[src/include/midi_sysex_consts.svh]
`ifndef MIDI_SYSEX_CONSTS_SVH
`define MIDI_SYSEX_CONSTS_SVH

// protocol bytes
`define MS_SOX              8'hF0
`define MS_EOX              8'hF7
`define MS_EDU_ID           8'h7D

// command nibbles, high half of frame byte 2
`define MS_CMD_CTRL         4'h1
`define MS_CMD_BANK         4'h2
`define MS_CMD_DUMP         4'h3
`define MS_CMD_PATCH        4'h7

// patch memory geometry
`define MS_BANK_WORDS       8'd64
`define MS_LAST_BANK_WORDS  8'd32
`define MS_PATCH_BYTES      8'd224
`define MS_DUMP_BANK_3RD    3'd5

`endif

[src/midi_sysex_pkg.sv]
package midi_sysex_pkg;

    typedef struct packed {
        logic [7:0] data;
        logic [7:0] index;      // position in frame, saturates at 255
        logic       in_sysex;
    } midi_byte_t;

    typedef struct packed {
        logic [2:0] bank;
        logic [6:0] offset;
    } patch_addr_t;

    // wishbone classic, master to slave
    typedef struct packed {
        logic        cyc;
        logic        stb;
        logic        we;
        patch_addr_t adr;
        logic [7:0]  dat;
    } wb_m2s_t;

    typedef struct packed {
        logic       ack;
        logic [7:0] dat;
    } wb_s2m_t;

endpackage

[src/midi_byte_framer.sv]
`timescale 1ns/100ps
`include "midi_sysex_consts.svh"

module midi_byte_framer (
    input  logic                       clk,
    input  logic                       reset_reg_N,
    input  logic [7:0]                 rx_data,
    input  logic                       rx_valid,
    output midi_sysex_pkg::midi_byte_t byte_out,
    output logic                       byte_stb
);
    import midi_sysex_pkg::*;

    logic       in_frame;
    logic [7:0] byte_cnt;
    logic       is_rt;
    logic       is_sox;
    logic       is_eox;
    logic       is_data;

    assign is_rt   = rx_data >= 8'hF8;
    assign is_sox  = rx_data == `MS_SOX;
    assign is_eox  = rx_data == `MS_EOX;
    assign is_data = !rx_data[7];

    always_ff @(posedge clk) begin
        if (!reset_reg_N) begin
            in_frame <= 1'b0;
            byte_cnt <= 8'd0;
            byte_out <= '0;
            byte_stb <= 1'b0;
        end else begin
            byte_stb <= 1'b0;
            if (rx_valid && !is_rt) begin   // realtime bytes pass untouched
                if (is_sox) begin
                    in_frame <= 1'b1;
                    byte_cnt <= 8'd1;
                    byte_out <= '{data: rx_data, index: 8'd0, in_sysex: 1'b1};
                    byte_stb <= 1'b1;
                end else if (in_frame && (is_data || is_eox)) begin
                    byte_out <= '{data: rx_data, index: byte_cnt, in_sysex: 1'b1};
                    byte_stb <= 1'b1;
                    if (byte_cnt != 8'hFF) begin
                        byte_cnt <= byte_cnt + 8'd1;
                    end
                    if (is_eox) begin
                        in_frame <= 1'b0;
                    end
                end else if (!is_data) begin
                    in_frame          <= 1'b0;  // stray status aborts
                    byte_out.in_sysex <= 1'b0;
                end
            end
        end
    end

    assert property (@(posedge clk) disable iff (!reset_reg_N) rx_valid |=> !rx_valid)
        else $error("rx strobe held for more than one cycle");

endmodule

[src/sysex_decoder.sv]
`timescale 1ns/100ps
`include "midi_sysex_consts.svh"

module sysex_decoder (
    input  logic                       clk,
    input  logic                       reset_reg_N,
    input  logic [3:0]                 midi_channel,
    input  midi_sysex_pkg::midi_byte_t byte_in,
    input  logic                       byte_stb,
    output midi_sysex_pkg::wb_m2s_t    wb_o,
    input  midi_sysex_pkg::wb_s2m_t    wb_i,
    output logic                       dump_req
);
    import midi_sysex_pkg::*;

    typedef enum logic [1:0] {M_IDLE, M_CTRL, M_BANK, M_PATCH} mode_t;

    localparam logic [7:0] BANK1_BASE = `MS_BANK_WORDS;
    localparam logic [7:0] BANK2_BASE = BANK1_BASE + `MS_BANK_WORDS;
    localparam logic [7:0] BANK5_BASE = BANK2_BASE + `MS_BANK_WORDS;

    mode_t       mode;
    logic        edu_id;
    patch_addr_t tgt_adr;       // ctrl target, bank load uses bank only
    logic [7:0]  tgt_dat;
    logic        wr_cyc;
    patch_addr_t wr_adr;
    logic [7:0]  wr_dat;
    logic        is_eox;
    logic [7:0]  bank_pos;
    logic [7:0]  patch_pos;
    logic [7:0]  bank_limit;
    logic [2:0]  patch_bank;
    logic [6:0]  patch_off;
    logic        do_write;
    patch_addr_t nxt_adr;
    logic [7:0]  nxt_dat;

    assign is_eox     = byte_in.data == `MS_EOX;
    assign bank_pos   = byte_in.index - 8'd4;
    assign patch_pos  = byte_in.index - 8'd3;
    assign bank_limit = (tgt_adr.bank == `MS_DUMP_BANK_3RD) ? `MS_LAST_BANK_WORDS
                                                           : `MS_BANK_WORDS;

    // patch load walks banks in dump order
    always_comb begin
        if (patch_pos < BANK1_BASE) begin
            patch_bank = 3'd0;
            patch_off  = 7'(patch_pos);
        end else if (patch_pos < BANK2_BASE) begin
            patch_bank = 3'd1;
            patch_off  = 7'(patch_pos - BANK1_BASE);
        end else if (patch_pos < BANK5_BASE) begin
            patch_bank = 3'd2;
            patch_off  = 7'(patch_pos - BANK2_BASE);
        end else begin
            patch_bank = `MS_DUMP_BANK_3RD;
            patch_off  = 7'(patch_pos - BANK5_BASE);
        end
    end

    always_comb begin
        do_write = 1'b0;
        nxt_adr  = tgt_adr;
        nxt_dat  = byte_in.data;
        case (mode)
            M_CTRL: begin
                do_write = byte_in.index == 8'd6 && is_eox;
                nxt_dat  = tgt_dat;
            end
            M_BANK: begin
                do_write       = byte_in.index >= 8'd4 && !is_eox && bank_pos < bank_limit;
                nxt_adr.offset = bank_pos[6:0];
            end
            M_PATCH: begin
                do_write = byte_in.index >= 8'd3 && !is_eox && patch_pos < `MS_PATCH_BYTES;
                nxt_adr  = '{bank: patch_bank, offset: patch_off};
            end
            default: do_write = 1'b0;
        endcase
    end

    always_ff @(posedge clk) begin
        if (!reset_reg_N) begin
            mode     <= M_IDLE;
            edu_id   <= 1'b0;
            wr_cyc   <= 1'b0;
            dump_req <= 1'b0;
        end else begin
            dump_req <= 1'b0;
            if (wr_cyc && wb_i.ack) begin
                wr_cyc <= 1'b0;
            end
            if (byte_stb) begin
                if (do_write) begin
                    wr_cyc <= 1'b1;
                    wr_adr <= nxt_adr;
                    wr_dat <= nxt_dat;
                end
                case (byte_in.index)
                    8'd0: begin
                        mode   <= M_IDLE;
                        edu_id <= 1'b0;
                    end
                    8'd1: edu_id <= byte_in.data == `MS_EDU_ID;
                    8'd2: if (edu_id && byte_in.data[3:0] == midi_channel) begin
                        case (byte_in.data[7:4])
                            `MS_CMD_CTRL:  mode <= M_CTRL;
                            `MS_CMD_BANK:  mode <= M_BANK;
                            `MS_CMD_DUMP:  dump_req <= 1'b1;
                            `MS_CMD_PATCH: mode <= M_PATCH;
                            default:       mode <= M_IDLE;
                        endcase
                    end
                    8'd3: tgt_adr.bank <= byte_in.data[2:0];
                    8'd4: tgt_adr.offset <= byte_in.data[6:0];
                    8'd5: tgt_dat <= byte_in.data;
                    default: ;
                endcase
                if (is_eox || (mode == M_CTRL && byte_in.index >= 8'd6)) begin
                    mode <= M_IDLE;         // end of frame or ctrl done
                end
            end else if (!byte_in.in_sysex) begin
                mode <= M_IDLE;             // framer saw an abort
            end
        end
    end

    assign wb_o = '{cyc: wr_cyc, stb: wr_cyc, we: wr_cyc, adr: wr_adr, dat: wr_dat};

    assert property (@(posedge clk) disable iff (!reset_reg_N) byte_stb |-> !wr_cyc)
        else $error("new byte while a write cycle is open");

endmodule

[src/patch_memory.sv]
`timescale 1ns/100ps
`include "midi_sysex_consts.svh"

module patch_memory (
    input  logic                    clk,
    input  logic                    reset_reg_N,
    input  midi_sysex_pkg::wb_m2s_t wr_i,
    input  midi_sysex_pkg::wb_m2s_t rd_i,
    output midi_sysex_pkg::wb_s2m_t wr_o,
    output midi_sysex_pkg::wb_s2m_t rd_o
);
    import midi_sysex_pkg::*;

    localparam logic [7:0] BANK1_BASE = `MS_BANK_WORDS;
    localparam logic [7:0] BANK2_BASE = BANK1_BASE + `MS_BANK_WORDS;
    localparam logic [7:0] BANK5_BASE = BANK2_BASE + `MS_BANK_WORDS;

    logic [7:0] mem [`MS_PATCH_BYTES];
    logic       wr_req;
    logic       rd_req;
    logic [8:0] wr_map;     // {hit, flat index}
    logic [8:0] rd_map;

    function automatic logic [8:0] map_addr(input patch_addr_t adr);
        logic [7:0] off;
        off = {1'b0, adr.offset};
        case (adr.bank)
            3'd0:              map_addr = {off < `MS_BANK_WORDS, off};
            3'd1:              map_addr = {off < `MS_BANK_WORDS, off + BANK1_BASE};
            3'd2:              map_addr = {off < `MS_BANK_WORDS, off + BANK2_BASE};
            `MS_DUMP_BANK_3RD: map_addr = {off < `MS_LAST_BANK_WORDS, off + BANK5_BASE};
            default:           map_addr = 9'd0;
        endcase
    endfunction

    assign wr_map = map_addr(wr_i.adr);
    assign rd_map = map_addr(rd_i.adr);
    assign wr_req = wr_i.cyc && wr_i.stb && wr_i.we && !wr_o.ack;
    assign rd_req = rd_i.cyc && rd_i.stb && !rd_i.we && !rd_o.ack;

    always_ff @(posedge clk) begin
        if (!reset_reg_N) begin
            for (int i = 0; i < `MS_PATCH_BYTES; i++) begin
                mem[i] <= 8'h00;
            end
            wr_o.ack <= 1'b0;
            rd_o.ack <= 1'b0;
        end else begin
            wr_o.ack <= wr_i.cyc && wr_i.stb && !wr_o.ack;
            rd_o.ack <= rd_i.cyc && rd_i.stb && !rd_o.ack;
            if (wr_req) begin
                wr_o.dat <= wr_map[8] ? mem[wr_map[7:0]] : 8'h00;  // old value
                if (wr_map[8]) begin
                    mem[wr_map[7:0]] <= wr_i.dat;   // unmapped writes dropped
                end
            end
            if (rd_req) begin
                rd_o.dat <= rd_map[8] ? mem[rd_map[7:0]] : 8'h00;
            end
        end
    end

    assert property (@(posedge clk) disable iff (!reset_reg_N)
        wr_o.ack |-> wr_i.cyc && wr_i.stb)
        else $error("write ack without strobe");
    assert property (@(posedge clk) disable iff (!reset_reg_N)
        rd_o.ack |-> rd_i.cyc && rd_i.stb)
        else $error("read ack without strobe");

endmodule

[src/patch_dump_tx.sv]
`timescale 1ns/100ps
`include "midi_sysex_consts.svh"

module patch_dump_tx (
    input  logic                    clk,
    input  logic                    reset_reg_N,
    input  logic [3:0]              midi_channel,
    input  logic                    dump_req,
    input  midi_sysex_pkg::wb_s2m_t rd_i,
    input  logic                    tx_ready,
    output midi_sysex_pkg::wb_m2s_t rd_o,
    output logic [7:0]              tx_data,
    output logic                    tx_valid
);
    import midi_sysex_pkg::*;

    typedef enum logic [2:0] {S_IDLE, S_HEAD, S_FETCH, S_DATA, S_EOX} state_t;

    state_t      state;
    logic [1:0]  head_cnt;
    logic [7:0]  data_cnt;
    logic        rd_cyc;
    patch_addr_t rd_adr;
    patch_addr_t nxt_adr;
    logic [6:0]  last_off;
    logic        accept;

    assign accept   = tx_valid && tx_ready;
    assign last_off = (rd_adr.bank == `MS_DUMP_BANK_3RD) ? 7'(`MS_LAST_BANK_WORDS - 8'd1)
                                                         : 7'(`MS_BANK_WORDS - 8'd1);

    // bank walk 0, 1, 2, 5
    always_comb begin
        nxt_adr = rd_adr;
        if (rd_adr.offset == last_off) begin
            nxt_adr.offset = 7'd0;
            nxt_adr.bank   = (rd_adr.bank == 3'd2) ? `MS_DUMP_BANK_3RD : rd_adr.bank + 3'd1;
        end else begin
            nxt_adr.offset = rd_adr.offset + 7'd1;
        end
    end

    always_ff @(posedge clk) begin
        if (!reset_reg_N) begin
            state    <= S_IDLE;
            tx_valid <= 1'b0;
            rd_cyc   <= 1'b0;
        end else begin
            case (state)
                S_IDLE: if (dump_req) begin     // requests while busy are dropped
                    tx_data  <= `MS_SOX;
                    tx_valid <= 1'b1;
                    head_cnt <= 2'd0;
                    data_cnt <= 8'd0;
                    rd_adr   <= '0;
                    state    <= S_HEAD;
                end
                S_HEAD: if (accept) begin
                    head_cnt <= head_cnt + 2'd1;
                    case (head_cnt)
                        2'd0: tx_data <= `MS_EDU_ID;
                        2'd1: tx_data <= {`MS_CMD_PATCH, midi_channel};
                        default: begin
                            tx_valid <= 1'b0;
                            rd_cyc   <= 1'b1;
                            state    <= S_FETCH;
                        end
                    endcase
                end
                S_FETCH: if (rd_i.ack) begin
                    rd_cyc   <= 1'b0;
                    tx_data  <= rd_i.dat;
                    tx_valid <= 1'b1;
                    state    <= S_DATA;
                end
                S_DATA: if (accept) begin
                    if (data_cnt == `MS_PATCH_BYTES - 8'd1) begin
                        tx_data <= `MS_EOX;
                        state   <= S_EOX;
                    end else begin
                        data_cnt <= data_cnt + 8'd1;
                        rd_adr   <= nxt_adr;
                        tx_valid <= 1'b0;
                        rd_cyc   <= 1'b1;
                        state    <= S_FETCH;
                    end
                end
                S_EOX: if (accept) begin
                    tx_valid <= 1'b0;
                    state    <= S_IDLE;
                end
                default: state <= S_IDLE;
            endcase
        end
    end

    assign rd_o = '{cyc: rd_cyc, stb: rd_cyc, we: 1'b0, adr: rd_adr, dat: 8'h00};

    assert property (@(posedge clk) disable iff (!reset_reg_N)
        tx_valid && !tx_ready |=> tx_valid && $stable(tx_data))
        else $error("tx byte changed under back-pressure");

endmodule

[src/midi_sysex_top.sv]
`timescale 1ns/100ps

module midi_sysex_top (
    input  logic       clk,
    input  logic       reset_reg_N,
    input  logic [3:0] midi_channel,
    input  logic [7:0] rx_data,
    input  logic       rx_valid,
    input  logic       tx_ready,
    output logic [7:0] tx_data,
    output logic       tx_valid
);
    import midi_sysex_pkg::*;

    midi_byte_t rx_byte;
    logic       byte_stb;
    logic       dump_req;
    wb_m2s_t    wr_m2s;
    wb_s2m_t    wr_s2m;
    wb_m2s_t    rd_m2s;
    wb_s2m_t    rd_s2m;

    midi_byte_framer framer_i (
        .clk         (clk),
        .reset_reg_N (reset_reg_N),
        .rx_data     (rx_data),
        .rx_valid    (rx_valid),
        .byte_out    (rx_byte),
        .byte_stb    (byte_stb)
    );

    sysex_decoder decoder_i (
        .clk          (clk),
        .reset_reg_N  (reset_reg_N),
        .midi_channel (midi_channel),
        .byte_in      (rx_byte),
        .byte_stb     (byte_stb),
        .wb_o         (wr_m2s),
        .wb_i         (wr_s2m),
        .dump_req     (dump_req)
    );

    patch_memory memory_i (
        .clk         (clk),
        .reset_reg_N (reset_reg_N),
        .wr_i        (wr_m2s),
        .rd_i        (rd_m2s),
        .wr_o        (wr_s2m),
        .rd_o        (rd_s2m)
    );

    patch_dump_tx dump_tx_i (
        .clk          (clk),
        .reset_reg_N  (reset_reg_N),
        .midi_channel (midi_channel),
        .dump_req     (dump_req),
        .rd_i         (rd_s2m),
        .tx_ready     (tx_ready),
        .rd_o         (rd_m2s),
        .tx_data      (tx_data),
        .tx_valid     (tx_valid)
    );

endmodule

[config.mk]
export PLATFORM = sky130hd
export DESIGN_NAME = midi_sysex_top
export DESIGN_NICKNAME = d
export VERILOG_FILES = /design/src/midi_sysex_pkg.sv /design/src/midi_byte_framer.sv /design/src/sysex_decoder.sv /design/src/patch_memory.sv /design/src/patch_dump_tx.sv /design/src/midi_sysex_top.sv
export VERILOG_INCLUDE_DIRS = /design/src /design/src/include
export SDC_FILE = /design/constraint.sdc
export NUM_CORES = 2
export LEC_CHECK = 0
export BUFFER_PORTS_ARGS = -buffer_cell sky130_fd_sc_hd__buf_2
export CAP_MARGIN = 0
export CORE_MARGIN = 1.5
export CORE_UTILIZATION = 30
export DETAILED_ROUTE_END_ITERATION = 8
export PLACE_DENSITY = 0.47
export SLEW_MARGIN = 20
export SYNTH_ARGS = -nofsm -noshare
export SYNTH_HDL_FRONTEND = slang
export SYNTH_SLANG_ARGS = --single-unit
[constraint.sdc]
create_clock -name clk -period 11.4 [get_ports clk]
set_clock_uncertainty 0.05 [all_clocks]
set_input_delay 1.14 -clock clk [delete_from_list [all_inputs] [get_ports clk]]
set_output_delay 1.14 -clock clk [all_outputs]
set_load 0.02 [all_outputs]
==> impl_metrics.toml <==
[timing]
finalSetupTns_ps = 0
rsz0062_at_grt = "false"
setup_viol = 0
relSlewSlack = -0.0193
hold_viol = 0
max_freq_mhz = 147
maxSlewViolCount = 46
fin_crit_ps = 6800
final.period_utilization = 0.597
tightest_slew_ps = 1530

[clocking]
cts_hold_buf = 0
post-cts-setup-buffers = 0
htree_levels = 4
cts_buffer_depth = 4
clk_pin_slew_ps = 70
cts_buffers = 241
clock_latency_ps = 930
cts_repair_resize_count = 0
cts_tree = "yes"
root_buffer = "clkbuf_16"
cts.sinks = 2159

[cells_and_area]
nNetsFinal = 7990
fin_util = 0.339
final_area_um2 = 113000
final_common_cell = "edfxtp_1"
most-common-layout-cells = "edfxtp_1, and2_1, nand2_1"
layout-drive-gt1-share = 0.0959
area_growth_syn_to_layout_pct = 12.7

[detailed_routing]
drc = 0
wl_mm = 386
wl_per_cell_um = 30.8
avgViaCountPerCell = 5.42
vias = 68000
final_antenna_net_count = 0
firstDrtPassIters = 5
drt-initial-drc-count = 7856

[floorplan]
ios = 25
dieHeight_um = 581
die_w_um = 581
die_area_um2 = 338000
core-area_um2 = 333000
rows = 212
initial_core_util = 0.301

[synthesis]
synth_area_um2 = 100000
synth_area_per_cell_um2 = 12.4
synth-main-ff-cell = "edfxtp_1"
synth-seq-area-share = 0.643
synth-async-reset-ratio = 0
syn_nets = 8111
synth_edf_count = 2120
synth_seq_cells = 2159
ys_warn_count = 0
ys_types = 88
synthCells = 8076

[setup_path]
r2r_start = "dump_tx_i.rd_o[15]"
cp.arrival_ps = 7330
r2r_cells = 12
worstPathCellList = "inv_1 -> ha_1 -> or3_1 -> nand4_4 -> buf_12 -> buf_4 -> nand2_1 -> a21oi_1 -> nor3_1 -> o32ai_1 -> o21ai_0 -> a22oi_1"
critical_path_class = "reg2reg"
critPathCapture = "memory_i.rd_o[1]"
rr_endpoint = "memory_i.rd_o[1]"
worstSetupStartpoint = "dump_tx_i.rd_o[15]"
crit_path_start_kind = "flop"
cp.required_ps = 11920
reg2reg_slack_ps = 4600
cp_slowest_cell = "o21ai_0"
cp_max_fo = 101
slowest_delay_ps = 940
worst_setup_path_end_kind = "flop"

[flow_run]
cap_violations = 0

[pwr]
p_leak_uw = 0.0385
ir_drop_mv = 0.119
power.density_nw_per_um2 = 151

[place]
placed_cell_area_um2 = 106000
place.gp.congestion = 0.899
io_buffers = 24
hpwl_mm = 238

[global_route]
track_usage = 0.222
grt-ovfl-total = 0
grt_pass1_vias = 66000
antenna_found_initial = 25
grt_max_degree = 170
grt_first_pass_wirelength_mm = 535

[hold_path]
hold_path.class = "reg2reg"

[outcome]
violations = "max-slew violations"
status = "complete, but fails checks"
[per-stage QoR]
stage / hold slack [ps] / total power (uW) / cells / setup slack (ps)
4_1_cts: 423 / 17200 / 12500 / 5150
3_3_place_gp: 402 / 9650 / 12100 / 5010
5_1_grt: 452 / 17500 / 12500 / 4730
6_report: 417 / 17100 / 12500 / 4600
3_5_place_dp: 409 / 9650 / 12100 / 5190
2_1_floorplan: 363 / 9440 / 8076 / 7570
[layer usage]
layer  GRT usage  up-vias  wire length (um)
met5           0        -               140
met4      0.0880       16             17200
met3      0.0389      666             30100
met2       0.344     3211            173000
met1       0.309    34800            166000
li1            -    29300                 -
[cell usage after synthesis (58+ instances only)]
| cell | count | share of area |
|---|---|---|
| o21ai_0 | 400 | 0.020 |
| nand2_1 | 550 | 0.021 |
| clkbuf_1 | 413 | 0.015 |
| mux2i_1 | 470 | 0.047 |
| mux2_2 | 68 | 0.0076 |
| a221oi_1 | 59 | 0.0052 |
| edfxtp_1 | 2120 | 0.64 |
| nor2_1 | 506 | 0.019 |
| nor3_1 | 101 | 0.0050 |
| buf_2 | 162 | 0.0081 |
| nor4_1 | 58 | 0.0036 |
| a21oi_1 | 351 | 0.018 |
| o221ai_1 | 97 | 0.0085 |
| and2_1 | 1806 | 0.11 |
| o22ai_1 | 137 | 0.0086 |
[area by class of cell]
cell class | count | area, um2
diodes | 13 | 32.5
clock buffers | 310 | 6410
clock inverters | 121 | 1030
fillers | 32500 | 220000
inverters | 35 | 131
multi-input cells | 5217 | 33100
flip-flops and latches | 2159 | 64400
well taps | 4387 | 5490
repair buffers | 301 | 2380
[power breakdown]
group	internal, uW	switching, uW
combinational	105	275
sequential	9000	103
clock	4320	3300
total	13400	3680
[flip-flops by register name (all words and copies together) (netlist names), 3 cells and up]
name,cells
memory_i.mem,2048
framer_i.byte_out,17
decoder_i.tgt_adr,10
decoder_i.wb_o,10
dump_tx_i.rd_o,10
memory_i.rd_o,9
decoder_i.tgt_dat,8
decoder_i.wr_dat,8
dump_tx_i.data_cnt,8
dump_tx_i.tx_data,8
framer_i.byte_cnt,8
dump_tx_i.state,3
[how the worst min path moves through the flow]
stage | slack, ps | depth (start not counted) | end | from
finish | 420 | 1 | memory_i.rd_o[8] | memory_i.rd_o[8]
global route | 450 | 1 | memory_i.rd_o[8] | memory_i.rd_o[8]
CTS | 420 | 1 | memory_i.rd_o[8] | memory_i.rd_o[8]
detailed placement | 410 | 1 | memory_i.rd_o[8] | memory_i.rd_o[8]
global placement | 400 | 1 | memory_i.rd_o[8] | memory_i.rd_o[8]
floorplan | 360 | 1 | memory_i.rd_o[8] | memory_i.rd_o[8]
[critical path: cells and delay by family (launching register included)]
kind,cells,cell delay (ps)
AND/OR/NAND/NOR,4,2430
flip-flops,1,570
AO/OA/AOI/OAI,4,1490
adder cells (fa/ha/maj),1,360
buffers and inverters,3,1200
[kinds of logic after synthesis]
| family | Yosys count | synth area share |
|---|---|---|
| adders and majority gates | 19 | 0.00237 |
| buffers and inverters | 700 | 0.0300 |
| xor gates and xnor gates | 32 | 0.00280 |
| and+or+nand+nor | 3210 | 0.174 |
| muxes | 558 | 0.0591 |
| DFF | 2159 | 0.643 |
| AOI/OAI and AO/OA | 1398 | 0.0889 |
Power figures use the tool's default switching activity.
